[config.mk]
export PLATFORM = sky130hd
export DESIGN_NAME = rp_top
export DESIGN_NICKNAME = d
export VERILOG_FILES = /design/src/rp_pkg.sv /design/src/rp_ams_regs.sv /design/src/rp_analog_io.sv /design/src/rp_housekeeping.sv /design/src/rp_pdm.sv /design/src/rp_top.sv /design/src/sys_bus_decoder.sv
export SDC_FILE = /design/constraint.sdc
export NUM_CORES = 1
export LEC_CHECK = 0
export ABC_AREA = 1
export BUFFER_PORTS_ARGS = -buffer_cell sky130_fd_sc_hd__buf_4
export CAP_MARGIN = 25
export CELL_PAD_IN_SITES_DETAIL_PLACEMENT = 1
export CELL_PAD_IN_SITES_GLOBAL_PLACEMENT = 1
export CORE_MARGIN = 1.5
export CORE_UTILIZATION = 38
export CTS_CLUSTER_DIAMETER = 120
export CTS_CLUSTER_SIZE = 12
export DETAILED_ROUTE_END_ITERATION = 7
export GPL_TIMING_DRIVEN = 1
export HOLD_SLACK_MARGIN = 0.08
export PLACE_DENSITY_LB_ADDON = 0.1
export SYNTH_ARGS = -nofsm -noshare
export SYNTH_HDL_FRONTEND = slang
export SYNTH_SLANG_ARGS = --single-unit
[constraint.sdc]
create_clock -name adc_clk -period 2.6 [get_ports adc_clk]
set_input_delay 0.52 -clock adc_clk [delete_from_list [all_inputs] [get_ports adc_clk]]
set_output_delay 0.52 -clock adc_clk [all_outputs]
set_load 0.01 [all_outputs]
[src/rp_pkg.sv]
//////////////////////////////////////////////////////////////////////
// shared definitions for the analog board top level
// sample and bus widths, sample and bus types
// system bus region map and register offsets
// identification word and PDM channel count
//////////////////////////////////////////////////////////////////////

package rp_pkg;

  //////////////////////////////////////////////////////////////////////
  // data path widths
  //////////////////////////////////////////////////////////////////////

  localparam int SMP_W = 14;  // DAC and processed sample width
  localparam int ADC_W = 16;  // raw ADC word, two low bits reserved

  typedef logic signed [SMP_W-1:0] smp_t;  // two's complement sample

  //////////////////////////////////////////////////////////////////////
  // system bus
  //////////////////////////////////////////////////////////////////////

  typedef logic [31:0] sys_addr_t;
  typedef logic [31:0] sys_data_t;

  localparam int REG_W = 20;  // offset inside a region, bits 22:20 pick the region

  // eight regions, only housekeeping and ams are populated here
  typedef enum logic [2:0] {
    RGN_HK    = 3'd0,
    RGN_SCOPE = 3'd1,
    RGN_ASG   = 3'd2,
    RGN_PID   = 3'd3,
    RGN_AMS   = 3'd4,
    RGN_DAISY = 3'd5,
    RGN_FREE6 = 3'd6,
    RGN_FREE7 = 3'd7
  } region_e;

  // housekeeping map
  localparam logic [REG_W-1:0] HK_ID      = 20'h00;  // read only
  localparam logic [REG_W-1:0] HK_DIGLOOP = 20'h0C;  // bit 0
  localparam logic [REG_W-1:0] HK_LED     = 20'h30;  // 8 bits

  // ams map, one byte per PDM channel
  localparam logic [REG_W-1:0] AMS_PDM0 = 20'h20;
  localparam logic [REG_W-1:0] AMS_PDM1 = 20'h24;
  localparam logic [REG_W-1:0] AMS_PDM2 = 20'h28;
  localparam logic [REG_W-1:0] AMS_PDM3 = 20'h2C;

  localparam sys_data_t RP_ID = 32'h0001_0004;  // board id word

  localparam int N_PDM = 4;  // slow analog outputs

endpackage

[src/rp_ams_regs.sv]
//////////////////////////////////////////////////////////////////////
// analog mixed signal register block, region 4
// four PDM duty bytes, readable, driving the modulators
//////////////////////////////////////////////////////////////////////

module rp_ams_regs (
  input  logic                               adc_clk,
  input  logic                               reset_i,
  input  logic [rp_pkg::REG_W-1:0]           addr_i,
  input  rp_pkg::sys_data_t                  wdata_i,
  input  logic                               wen_i,
  input  logic                               ren_i,
  output rp_pkg::sys_data_t                  rdata_o,
  output logic                               ack_o,
  output logic [rp_pkg::N_PDM-1:0][7:0]      pdm_cfg_o  // duty per channel
);
  import rp_pkg::*;

  // config bytes, new value visible the cycle after the write
  always_ff @(posedge adc_clk)
  begin
    if (reset_i)
      pdm_cfg_o <= '0;  // outputs idle low
    else if (wen_i)
    begin
      case (addr_i)
        AMS_PDM0: pdm_cfg_o[0] <= wdata_i[7:0];
        AMS_PDM1: pdm_cfg_o[1] <= wdata_i[7:0];
        AMS_PDM2: pdm_cfg_o[2] <= wdata_i[7:0];
        AMS_PDM3: pdm_cfg_o[3] <= wdata_i[7:0];
        default:  ;
      endcase
    end
  end

  always_ff @(posedge adc_clk)
  begin
    if (ren_i)
    begin
      case (addr_i)
        AMS_PDM0: rdata_o <= {24'd0, pdm_cfg_o[0]};
        AMS_PDM1: rdata_o <= {24'd0, pdm_cfg_o[1]};
        AMS_PDM2: rdata_o <= {24'd0, pdm_cfg_o[2]};
        AMS_PDM3: rdata_o <= {24'd0, pdm_cfg_o[3]};
        default:  rdata_o <= '0;  // unmapped offset
      endcase
    end
  end

  always_ff @(posedge adc_clk)
  begin
    if (reset_i)
      ack_o <= 1'b0;
    else
      ack_o <= wen_i | ren_i;  // one cycle after strobe
  end

endmodule

[src/rp_analog_io.sv]
//////////////////////////////////////////////////////////////////////
// analog data path, two channels
// ADC input registers and negative slope to two's complement
// ASG plus PID sum with saturation to 14 bits
// DAC output registers, back to negative slope offset binary
// digital loop feeds the saturated sum into the acquire side
//////////////////////////////////////////////////////////////////////

module rp_analog_io (
  input  logic                              adc_clk,
  input  logic                              reset_i,
  input  logic [1:0][rp_pkg::ADC_W-1:0]     adc_dat_i,  // raw ADC words
  input  rp_pkg::smp_t [1:0]                gen_asg_i,  // generator stream
  input  rp_pkg::smp_t [1:0]                gen_pid_i,  // controller stream
  input  logic                              digital_loop_i,
  output rp_pkg::smp_t [1:0]                acq_o,      // acquired samples
  output logic [1:0][rp_pkg::SMP_W-1:0]     dac_o       // DAC codes
);
  import rp_pkg::*;

  logic [1:0][SMP_W-1:0] adc_raw_q;      // upper 14 bits of ADC word
  smp_t [1:0]            adc_conv;       // two's complement ADC
  logic signed [SMP_W:0] gen_sum [2];    // one guard bit
  smp_t [1:0]            gen_sat;        // clipped generator sum

  // MSB kept, rest inverted, works in both directions
  function automatic logic [SMP_W-1:0] flip_slope(input logic [SMP_W-1:0] code);
    return {code[SMP_W-1], ~code[SMP_W-2:0]};
  endfunction

  //////////////////////////////////////////////////////////////////////
  // acquire side input registers
  //////////////////////////////////////////////////////////////////////

  always_ff @(posedge adc_clk)
  begin
    for (int ch = 0; ch < 2; ch++)
      adc_raw_q[ch] <= adc_dat_i[ch][ADC_W-1:ADC_W-SMP_W];  // drop reserved bits
  end

  //////////////////////////////////////////////////////////////////////
  // conversion, summing and saturation
  //////////////////////////////////////////////////////////////////////

  always_comb
  begin
    for (int ch = 0; ch < 2; ch++)
    begin
      adc_conv[ch] = flip_slope(adc_raw_q[ch]);
      gen_sum[ch]  = {gen_asg_i[ch][SMP_W-1], gen_asg_i[ch]}
                   + {gen_pid_i[ch][SMP_W-1], gen_pid_i[ch]};
      // top two bits disagree on overflow, clip toward the sign
      if (gen_sum[ch][SMP_W] != gen_sum[ch][SMP_W-1])
        gen_sat[ch] = {gen_sum[ch][SMP_W], {(SMP_W-1){~gen_sum[ch][SMP_W]}}};
      else
        gen_sat[ch] = gen_sum[ch][SMP_W-1:0];
    end
  end

  // output registers for both directions
  always_ff @(posedge adc_clk)
  begin
    if (reset_i)
    begin
      acq_o <= '0;
      dac_o <= '0;
    end
    else
    begin
      for (int ch = 0; ch < 2; ch++)
      begin
        dac_o[ch] <= flip_slope(gen_sat[ch]);  // back to DAC code
        acq_o[ch] <= digital_loop_i ? gen_sat[ch] : adc_conv[ch];
      end
    end
  end

endmodule

[src/rp_housekeeping.sv]
//////////////////////////////////////////////////////////////////////
// housekeeping register block, region 0
// identification word, digital loop switch, LED register
// one cycle ack for every strobe, unknown offsets read zero
//////////////////////////////////////////////////////////////////////

module rp_housekeeping (
  input  logic                     adc_clk,
  input  logic                     reset_i,
  input  logic [rp_pkg::REG_W-1:0] addr_i,
  input  rp_pkg::sys_data_t        wdata_i,
  input  logic                     wen_i,
  input  logic                     ren_i,
  output rp_pkg::sys_data_t        rdata_o,
  output logic                     ack_o,
  output logic                     digital_loop_o,  // ADC path takes DAC samples
  output logic [7:0]               led_o
);
  import rp_pkg::*;

  //////////////////////////////////////////////////////////////////////
  // writable registers
  //////////////////////////////////////////////////////////////////////

  always_ff @(posedge adc_clk)
  begin
    if (reset_i)
    begin
      digital_loop_o <= 1'b0;  // normal acquisition
      led_o          <= '0;    // all LEDs dark
    end
    else if (wen_i)
    begin
      case (addr_i)
        HK_DIGLOOP: digital_loop_o <= wdata_i[0];
        HK_LED:     led_o          <= wdata_i[7:0];
        default:    ;  // ID and holes ignore writes
      endcase
    end
  end

  //////////////////////////////////////////////////////////////////////
  // read back and ack
  //////////////////////////////////////////////////////////////////////

  // read data, valid in the ack cycle
  always_ff @(posedge adc_clk)
  begin
    if (ren_i)
    begin
      case (addr_i)
        HK_ID:      rdata_o <= RP_ID;
        HK_DIGLOOP: rdata_o <= {31'd0, digital_loop_o};
        HK_LED:     rdata_o <= {24'd0, led_o};
        default:    rdata_o <= '0;
      endcase
    end
  end

  // write or read, both acked next cycle
  always_ff @(posedge adc_clk)
  begin
    if (reset_i)
      ack_o <= 1'b0;
    else
      ack_o <= wen_i | ren_i;
  end

endmodule

[src/rp_pdm.sv]
//////////////////////////////////////////////////////////////////////
// four channel first order PDM modulator
// 8 bit phase accumulator per channel, carry is the output bit
// full 255 range, always enabled
//////////////////////////////////////////////////////////////////////

module rp_pdm (
  input  logic                          adc_clk,
  input  logic                          reset_i,
  input  logic [rp_pkg::N_PDM-1:0][7:0] cfg_i,  // ones per 256 cycles
  output logic [rp_pkg::N_PDM-1:0]      pdm_o
);
  import rp_pkg::*;

  logic [N_PDM-1:0][7:0] acc_q;            // accumulator state
  logic [8:0]            acc_nxt [N_PDM];  // sum with carry

  always_comb
  begin
    for (int i = 0; i < N_PDM; i++)
      acc_nxt[i] = {1'b0, acc_q[i]} + {1'b0, cfg_i[i]};
  end

  // accumulator wraps every 256 steps with exactly cfg carries
  always_ff @(posedge adc_clk)
  begin
    if (reset_i)
    begin
      acc_q <= '0;
      pdm_o <= '0;
    end
    else
    begin
      for (int i = 0; i < N_PDM; i++)
      begin
        acc_q[i] <= acc_nxt[i][7:0];
        pdm_o[i] <= acc_nxt[i][8];  // carry out
      end
    end
  end

endmodule

[src/rp_top.sv]
//////////////////////////////////////////////////////////////////////
// board top level, single adc_clk domain
// system bus decoder, housekeeping and ams registers
// PDM outputs and the two channel analog path
//////////////////////////////////////////////////////////////////////

module rp_top (
  input  logic                          adc_clk,
  input  logic                          reset_i,
  // system bus
  input  rp_pkg::sys_addr_t             sys_addr_i,
  input  rp_pkg::sys_data_t             sys_wdata_i,
  input  logic                          sys_wen_i,
  input  logic                          sys_ren_i,
  output rp_pkg::sys_data_t             sys_rdata_o,
  output logic                          sys_ack_o,
  output logic                          sys_err_o,
  // analog path
  input  logic [1:0][rp_pkg::ADC_W-1:0] adc_dat_i,
  input  rp_pkg::smp_t [1:0]            gen_asg_i,  // from generator engine
  input  rp_pkg::smp_t [1:0]            gen_pid_i,  // from controller engine
  output rp_pkg::smp_t [1:0]            acq_o,
  output logic [1:0][rp_pkg::SMP_W-1:0] dac_o,      // one word per channel
  // board outputs
  output logic [7:0]                    led_o,
  output logic [rp_pkg::N_PDM-1:0]      pdm_o
);
  import rp_pkg::*;

  logic [REG_W-1:0]      rgn_addr;   // offset, common to all blocks
  sys_data_t             rgn_wdata;
  logic                  hk_wen, hk_ren, hk_ack;
  logic                  ams_wen, ams_ren, ams_ack;
  sys_data_t             hk_rdata, ams_rdata;
  logic                  digital_loop;
  logic [N_PDM-1:0][7:0] pdm_cfg;    // duty bytes

  sys_bus_decoder u_dec (
    .adc_clk, .reset_i, .sys_addr_i, .sys_wdata_i, .sys_wen_i, .sys_ren_i,
    .rgn_addr_o (rgn_addr), .rgn_wdata_o (rgn_wdata),
    .hk_wen_o (hk_wen), .hk_ren_o (hk_ren), .ams_wen_o (ams_wen), .ams_ren_o (ams_ren),
    .hk_rdata_i (hk_rdata), .hk_ack_i (hk_ack), .ams_rdata_i (ams_rdata), .ams_ack_i (ams_ack),
    .sys_rdata_o, .sys_ack_o, .sys_err_o
  );

  rp_housekeeping u_hk (
    .adc_clk, .reset_i, .addr_i (rgn_addr), .wdata_i (rgn_wdata),
    .wen_i (hk_wen), .ren_i (hk_ren), .rdata_o (hk_rdata), .ack_o (hk_ack),
    .digital_loop_o (digital_loop), .led_o
  );

  rp_ams_regs u_ams (
    .adc_clk, .reset_i, .addr_i (rgn_addr), .wdata_i (rgn_wdata),
    .wen_i (ams_wen), .ren_i (ams_ren), .rdata_o (ams_rdata), .ack_o (ams_ack),
    .pdm_cfg_o (pdm_cfg)
  );

  rp_pdm u_pdm (.adc_clk, .reset_i, .cfg_i (pdm_cfg), .pdm_o);

  // acquire and generate paths
  rp_analog_io u_aio (
    .adc_clk, .reset_i, .adc_dat_i, .gen_asg_i, .gen_pid_i,
    .digital_loop_i (digital_loop), .acq_o, .dac_o
  );

endmodule

[src/sys_bus_decoder.sv]
//////////////////////////////////////////////////////////////////////
// system bus decoder
// splits the address space into eight regions
// forwards gated strobes to the owning register block
// multiplexes read data and ack back to the processor side
// answers strobes to unpopulated regions with ack and err
//////////////////////////////////////////////////////////////////////

module sys_bus_decoder (
  input  logic                     adc_clk,
  input  logic                     reset_i,
  input  rp_pkg::sys_addr_t        sys_addr_i,
  input  rp_pkg::sys_data_t        sys_wdata_i,
  input  logic                     sys_wen_i,
  input  logic                     sys_ren_i,
  output logic [rp_pkg::REG_W-1:0] rgn_addr_o,
  output rp_pkg::sys_data_t        rgn_wdata_o,
  output logic                     hk_wen_o,
  output logic                     hk_ren_o,
  output logic                     ams_wen_o,
  output logic                     ams_ren_o,
  input  rp_pkg::sys_data_t        hk_rdata_i,
  input  logic                     hk_ack_i,
  input  rp_pkg::sys_data_t        ams_rdata_i,
  input  logic                     ams_ack_i,
  output rp_pkg::sys_data_t        sys_rdata_o,
  output logic                     sys_ack_o,
  output logic                     sys_err_o
);
  import rp_pkg::*;

  region_e rgn;       // region of current address
  logic    hk_sel;
  logic    ams_sel;
  logic    none_sel;  // nobody lives there
  logic    err_q;     // error reply pulse

  assign rgn         = region_e'(sys_addr_i[REG_W+2:REG_W]);
  assign rgn_addr_o  = sys_addr_i[REG_W-1:0];  // shared by all blocks
  assign rgn_wdata_o = sys_wdata_i;

  always_comb
  begin
    hk_sel   = 1'b0;
    ams_sel  = 1'b0;
    none_sel = 1'b0;
    case (rgn)
      RGN_HK:  hk_sel  = 1'b1;
      RGN_AMS: ams_sel = 1'b1;
      // engines outside this design, plus the spare slots
      RGN_SCOPE, RGN_ASG, RGN_PID, RGN_DAISY, RGN_FREE6, RGN_FREE7: none_sel = 1'b1;
    endcase
  end

  // strobes only reach the selected block
  assign hk_wen_o  = sys_wen_i & hk_sel;
  assign hk_ren_o  = sys_ren_i & hk_sel;
  assign ams_wen_o = sys_wen_i & ams_sel;
  assign ams_ren_o = sys_ren_i & ams_sel;

  //////////////////////////////////////////////////////////////////////
  // reply side
  //////////////////////////////////////////////////////////////////////

  // same one cycle latency as the register blocks
  always_ff @(posedge adc_clk)
  begin
    if (reset_i)
      err_q <= 1'b0;
    else
      err_q <= none_sel & (sys_wen_i | sys_ren_i);
  end

  // at most one ack per cycle, it picks the data source
  always_comb
  begin
    if (hk_ack_i)
      sys_rdata_o = hk_rdata_i;
    else if (ams_ack_i)
      sys_rdata_o = ams_rdata_i;
    else
      sys_rdata_o = '0;  // error reply reads zero
  end

  assign sys_ack_o = hk_ack_i | ams_ack_i | err_q;
  assign sys_err_o = err_q;  // always alongside ack

endmodule

Word-level counts from Yosys, hierarchy flattened. Cells that the tools add are included.

Bits of input ports: 156. Register bits after elaboration: 228.

Eq/ne operators: 15. $add $sub $neg: 6. Bitwise gates (word level): 16. Mux-type cells: 11. Reduce and logical (&&, ||, !) cells: 9.

Operators with widths (count): $eq 20x6->1 const B (5); $mux 32 (2); $mux 14 (4); $not 13->13 (4); $pmux 17 s3 (1); $add 8x8->9 (4); $pmux 8 s4 (1); $add 14x14->15 (2); $eq 20x4->1 const B (1); $logic_not 20->1 (1); $eq 3x3->1 const B (4); $reduce_and 2->1 (6); $eq 3x2->1 const B (2); $reduce_or 6->1 (1); $and 1x1->1 (5); $or 1x1->1 (5); $eq 3x1->1 const B (1); $logic_not 3->1 (1); $mux 1 (3); $ne 1x1->1 (2); $not 1->1 (2).

Depth between registers and ports, before layout.
Depth after elaboration: 4. Gate-level depth with buffers: 15. Gate-level depth less buffers: 14.

Cells and area by module. From an unflattened synthesis, not the netlist that was laid out.

Cells, all modules: 1511. Area total of the unflattened synthesis: 10680.2 um2.

Modules (own cells, without submodules): rp_analog_io (area an instance 4144.0 um2, sequential area each 1681.6 um2, cells an instance 571, times used 1); rp_pdm (area an instance 2306.0 um2, sequential area each 720.7 um2, cells an instance 329, times used 1); rp_ams_regs (area an instance 2285.9 um2, sequential area each 900.9 um2, cells an instance 309, times used 1); rp_housekeeping (area an instance 1032.2 um2, sequential area each 470.5 um2, cells an instance 129, times used 1); sys_bus_decoder (area an instance 912.1 um2, sequential area each 20.0 um2, cells an instance 173, times used 1).

Least setup slack after synthesis. No wires, ideal clock.

Path type: input to register. From: input port gen_asg_i[0] (netlist name). To: register u_aio.dac_o[5] (netlist name). Arrival: 2.089 ns. Buffers on the path: 1. Path slack: 0.402 ns. Stages: 15. Cell sequence: ha_1 fa_1 nand2_1 nand2_1 nand3b_1 nand2_2 nand2_2 nand2_1 nand2_1 nand2_1 nor2_2 nor2_2 buf_6 nand2_1 inv_1.

Longest elaborated chain between the ends: 4. Elaborated cells on any way between the ends: 5. Those cells by class: add/sub (1); eq/ne (1); mux (1); bitwise (2).

Ends and longest elaborated chain: from (decl) (line rp_top.sv:20) `input rp_pkg::smp_t [1:0] gen_asg_i,`; $add 14x14->15 * (line rp_analog_io.sv:51) `+ {gen_pid_i[ch][SMP_W-1], gen_pid_i[ch]};`; $ne 1x1->1 or $not 1->1 (tied branches) (line rp_analog_io.sv:53, rp_analog_io.sv:54); $mux 14 * (line rp_analog_io.sv:53) `if (gen_sum[ch][SMP_W] != gen_sum[ch][SMP_W-1])`; $not 13->13 * (line rp_analog_io.sv:28) `return {code[SMP_W-1], ~code[SMP_W-2:0]};`; to (signal, indexed assignment) (line rp_analog_io.sv:72) `dac_o[ch] <= flip_slope(gen_sat[ch]);`; to (decl) (line rp_analog_io.sv:17) `output logic [1:0][rp_pkg::SMP_W-1:0] dac_o`.

Every way passes the cells marked *; elsewhere a longest branch is shown, timed or not. A chain may end at the register's enable or synchronous reset.

Worst setup path after layout.
From: input port gen_asg_i[0] (netlist name). To: register u_aio.dac_o[1] (netlist name).

The elaborated chain is that of the path after synthesis.

==> results.tsv <==
stage	metric	value	unit
routing	vias_per_cell	4.81	
cts	cts_buffers	17	
setup_path	cp.arrival	2700	ps
sta	setup_viol	0	
sta	slew_headroom	52.2	%
floorplan	dieWidth	157	um
cts	cts_resized	0	
yosys	synth-edff-count	17	
place	io_buffers	197	
yosys	synth_flop_cell	dfxtp_1	
place	gp_congestion	0.842	
setup_path	crit_buf_inv	2	
yosys	synthMuxAreaShare	0	%
yosys	netlist_instances	1171	
global_routing	grt_pass1_vias	8469	
sta	skew	9.26	ps
floorplan	ios	258	
setup_path	crit_path_frequent_cell	nand2_1	
floorplan	core_area	23400	um^2
setup_path	crit_fanout	12	
setup_path	crit_family	simple AND/OR/NAND/NOR gates	
routing	avgRoutedWirePerCell	15.7	um
setup_path	end_kind	register	
yosys	syn_area_per_cell	7.72	um^2
cts	root_buffer	clkbuf_16	
yosys	synth_top_family_by_area	simple AND/OR/NAND/NOR gates	
cts	clkTransAtPathRegs	80	ps
sta	hold_viol_final	0	
cts	postCtsHoldBufs	0	
cts	cts_setup_buffers	0	
global_routing	grt_antenna_before_repair	0	
layout	fin_util	48.8	%
layout	drive_gt1_share	21.2	%
routing	vias	8204	
power	total_power	6.78	mW
sta	fin_crit	2330	ps
yosys	synth_top_area_cell	dfxtp_1	
yosys	synthAdderAreaFrac	9.63	%
hold_path	hp-class	in2reg	
routing	drt-pass1-iter-count	4	
layout	final_cells	1707	
global_routing	grt.total_usage	22.6	%
yosys	yosys_warnings	0	
yosys	synth_most_common_cell	nand2_1	
sta	final_max_slew_viol_count	0	
yosys	synthDistinctLibCells	42	
run	max_cap_violations	0	
global_routing	grt_pass1_wl	43100	um
global_routing	grt_overflow_total	0	
sta	fin_ws	267	ps
layout	diodes	0	
setup_path	r2r_slack	730	ps
setup_path	critical_path_required	2970	ps
sta	tightest_slew	712	ps
sta	fin_crit_sh	89.7	%
floorplan	dieArea	24700	um^2
routing	ant_nets	0	
setup_path	max_stage_delay	440	ps
sta	max_freq	429	MHz
sta	rsz0062_at_grt	no	
power	powerDensity	594	nW/um^2
setup_path	critPathKind	in2reg	
yosys	synth-seq-cells	181	
cts	cts_tree	yes	
yosys	synth_top_area_share	36.3	%
routing	drtIter0Drc	348	
layout	area_delta_synth_final	26.1	%
yosys	synth_compound_area_share	15.1	%
power	leakagePower	5.56	nW
floorplan	start_util	38.6	%
cts	cts_max_level	4	
run_status	status	complete, no violations	
floorplan	rows	56	
yosys	synth_xor_area_share	1.65	%
setup_path	crit_chain	buf_4, ha_1, fa_1, nand2_1, nand2_1, nand3b_1, nand2_2, nand2_2, nand3_1, nand2_1, nor2_2, nor2_2, inv_1, a21oi_1	
global_routing	grt_start_max_net_pins	65	
setup_path	cp-start-kind	input pin	
yosys	ys_top_cells_by_count	nand2_1 (264), dfxtp_1 (164), inv_1 (147), a21oi_1 (142), nor2_1 (84)	
cts	clockBufferDepth	2	
power	peakVddDrop	382	uV
yosys	synthArstFlopShare	0	%
setup_path	cp_slowest_cell	nor2_2	
layout	fin_nets	1597	
yosys	syn_area	9040	um^2
yosys	ys_top_cells_by_area	dfxtp_1 (36%), nand2_1 (11%), ha_1 (8.3%)	
place	dpl.cell_count	1675	
routing	drc	0	
routing	finalWirelength	26800	um
place	pre_cts_ws	-116	ps
yosys	synth-seq-area-share	41.9	%
floorplan	die_h	157	um
yosys	synth-simple-area-share	21.7	%
place	dpl.hpwl	21000	um
cts	clock_latency	440	ps
cts	clkSinkCount	181	
==> cell families after synthesis <==
kind of cell	after synthesis
DFF	181
other	1
buffers and inverters	202
and+or+nand+nor	452
adders and majority gates	66
AOI/OAI and AO/OA	252
xor gates and xnor gates	17
==> where the power goes <==
group / switching, mW / leakage, nW / internal (mW)
logic: 0.691 / 3.76 / 0.501
clock network: 1.22 / 0.294 / 1.38
registers: 0.0464 / 1.50 / 2.94
total: 1.96 / 5.56 / 4.82
==> worst reg2reg max path: cells and delay by family (launching register included) <==
family | cells | cell delay [ps]
buffers and inverters | 2 | 160
flip-flops | 1 | 370
AND/OR/NAND/NOR | 5 | 410
adder cells (fa/ha/maj) | 2 | 560
AO/OA/AOI/OAI | 3 | 310
==> flip-flops by register name (all words and copies together), names as in the netlist <==
register             flops
u_aio.dac_o             28
u_aio.adc_conv           2
u_aio.adc_raw_q         26
u_pdm.pdm_o              4
u_hk.ack_o               1
u_aio.acq_o             28
u_hk.led_o               8
u_ams.pdm_cfg_o         32
u_dec.sys_err_o          1
u_pdm.acc_q             32
u_ams.rdata_o            8
u_ams.ack_o              1
u_hk.digital_loop_o      1
u_hk.rdata_o             9
==> metrics by stage <==
stage | hold WS (ps) | TNS, ps | area [um^2]
3_3_place_gp | 432 | -84.9 | 10800
6_report | 181 | 0 | 11400
2_1_floorplan | 427 | 0 | 9130
5_1_grt | 159 | 0 | 11400
4_1_cts | 163 | 0 | 11400
3_5_place_dp | 446 | -529 | 10800
==> area by class of cell <==
class,count,area (um^2)
well taps,319,399
clock inverters,14,155
repair buffers,215,1630
inverters,150,563
fillers,2963,12000
clock buffers,18,433
flip-flops and latches,181,3790
multi-input cells,810,4440
==> cells in the final DEF (no fill, tap or decap), drive strengths merged <==
| master | n |
|---|---|
| a21oi | 156 |
| and2 | 3 |
| buf | 215 |
| bufinv | 1 |
| clkbuf | 18 |
| clkinv | 5 |
| conb | 23 |
| dfxtp | 164 |
| edfxtp | 17 |
| fa | 6 |
| ha | 60 |
| inv | 158 |
| nand2 | 277 |
| nand3 | 50 |
| nand3b | 3 |
| nand4 | 10 |
| nor2 | 92 |
| nor3 | 11 |
| nor4 | 2 |
| o2111ai | 2 |
| o211ai | 2 |
| o21ai | 83 |
| o21bai | 4 |
| o221ai | 4 |
| o31ai | 1 |
| or2 | 4 |
| xnor2 | 7 |
| xor2 | 10 |
==> path summary, 6_finish.rpt <==
path,from,end,cells after the start
hold reg to reg,u_aio.adc_conv[27],u_aio.acq_o[27],2
setup / recovery,gen_asg_i[0],u_aio.dac_o[1],14
hold / removal,adc_dat_i[29],u_aio.adc_raw_q[25],1
setup reg to reg,u_ams.pdm_cfg_o[16],u_pdm.pdm_o[2],12
==> metal layers <==
| layer | up-vias | part of all wire (%) | global-route usage (%) |
|---|---|---|---|
| met5 | - | 0 | 0 |
| met4 | 0 | 2.8 | 8.09 |
| met3 | 39 | 6.0 | 6.83 |
| met2 | 164 | 48 | 37.8 |
| met1 | 3826 | 44 | 27.3 |
| li1 | 4175 | - | - |
No activity file was read; power rests on OpenSTA's default activity.
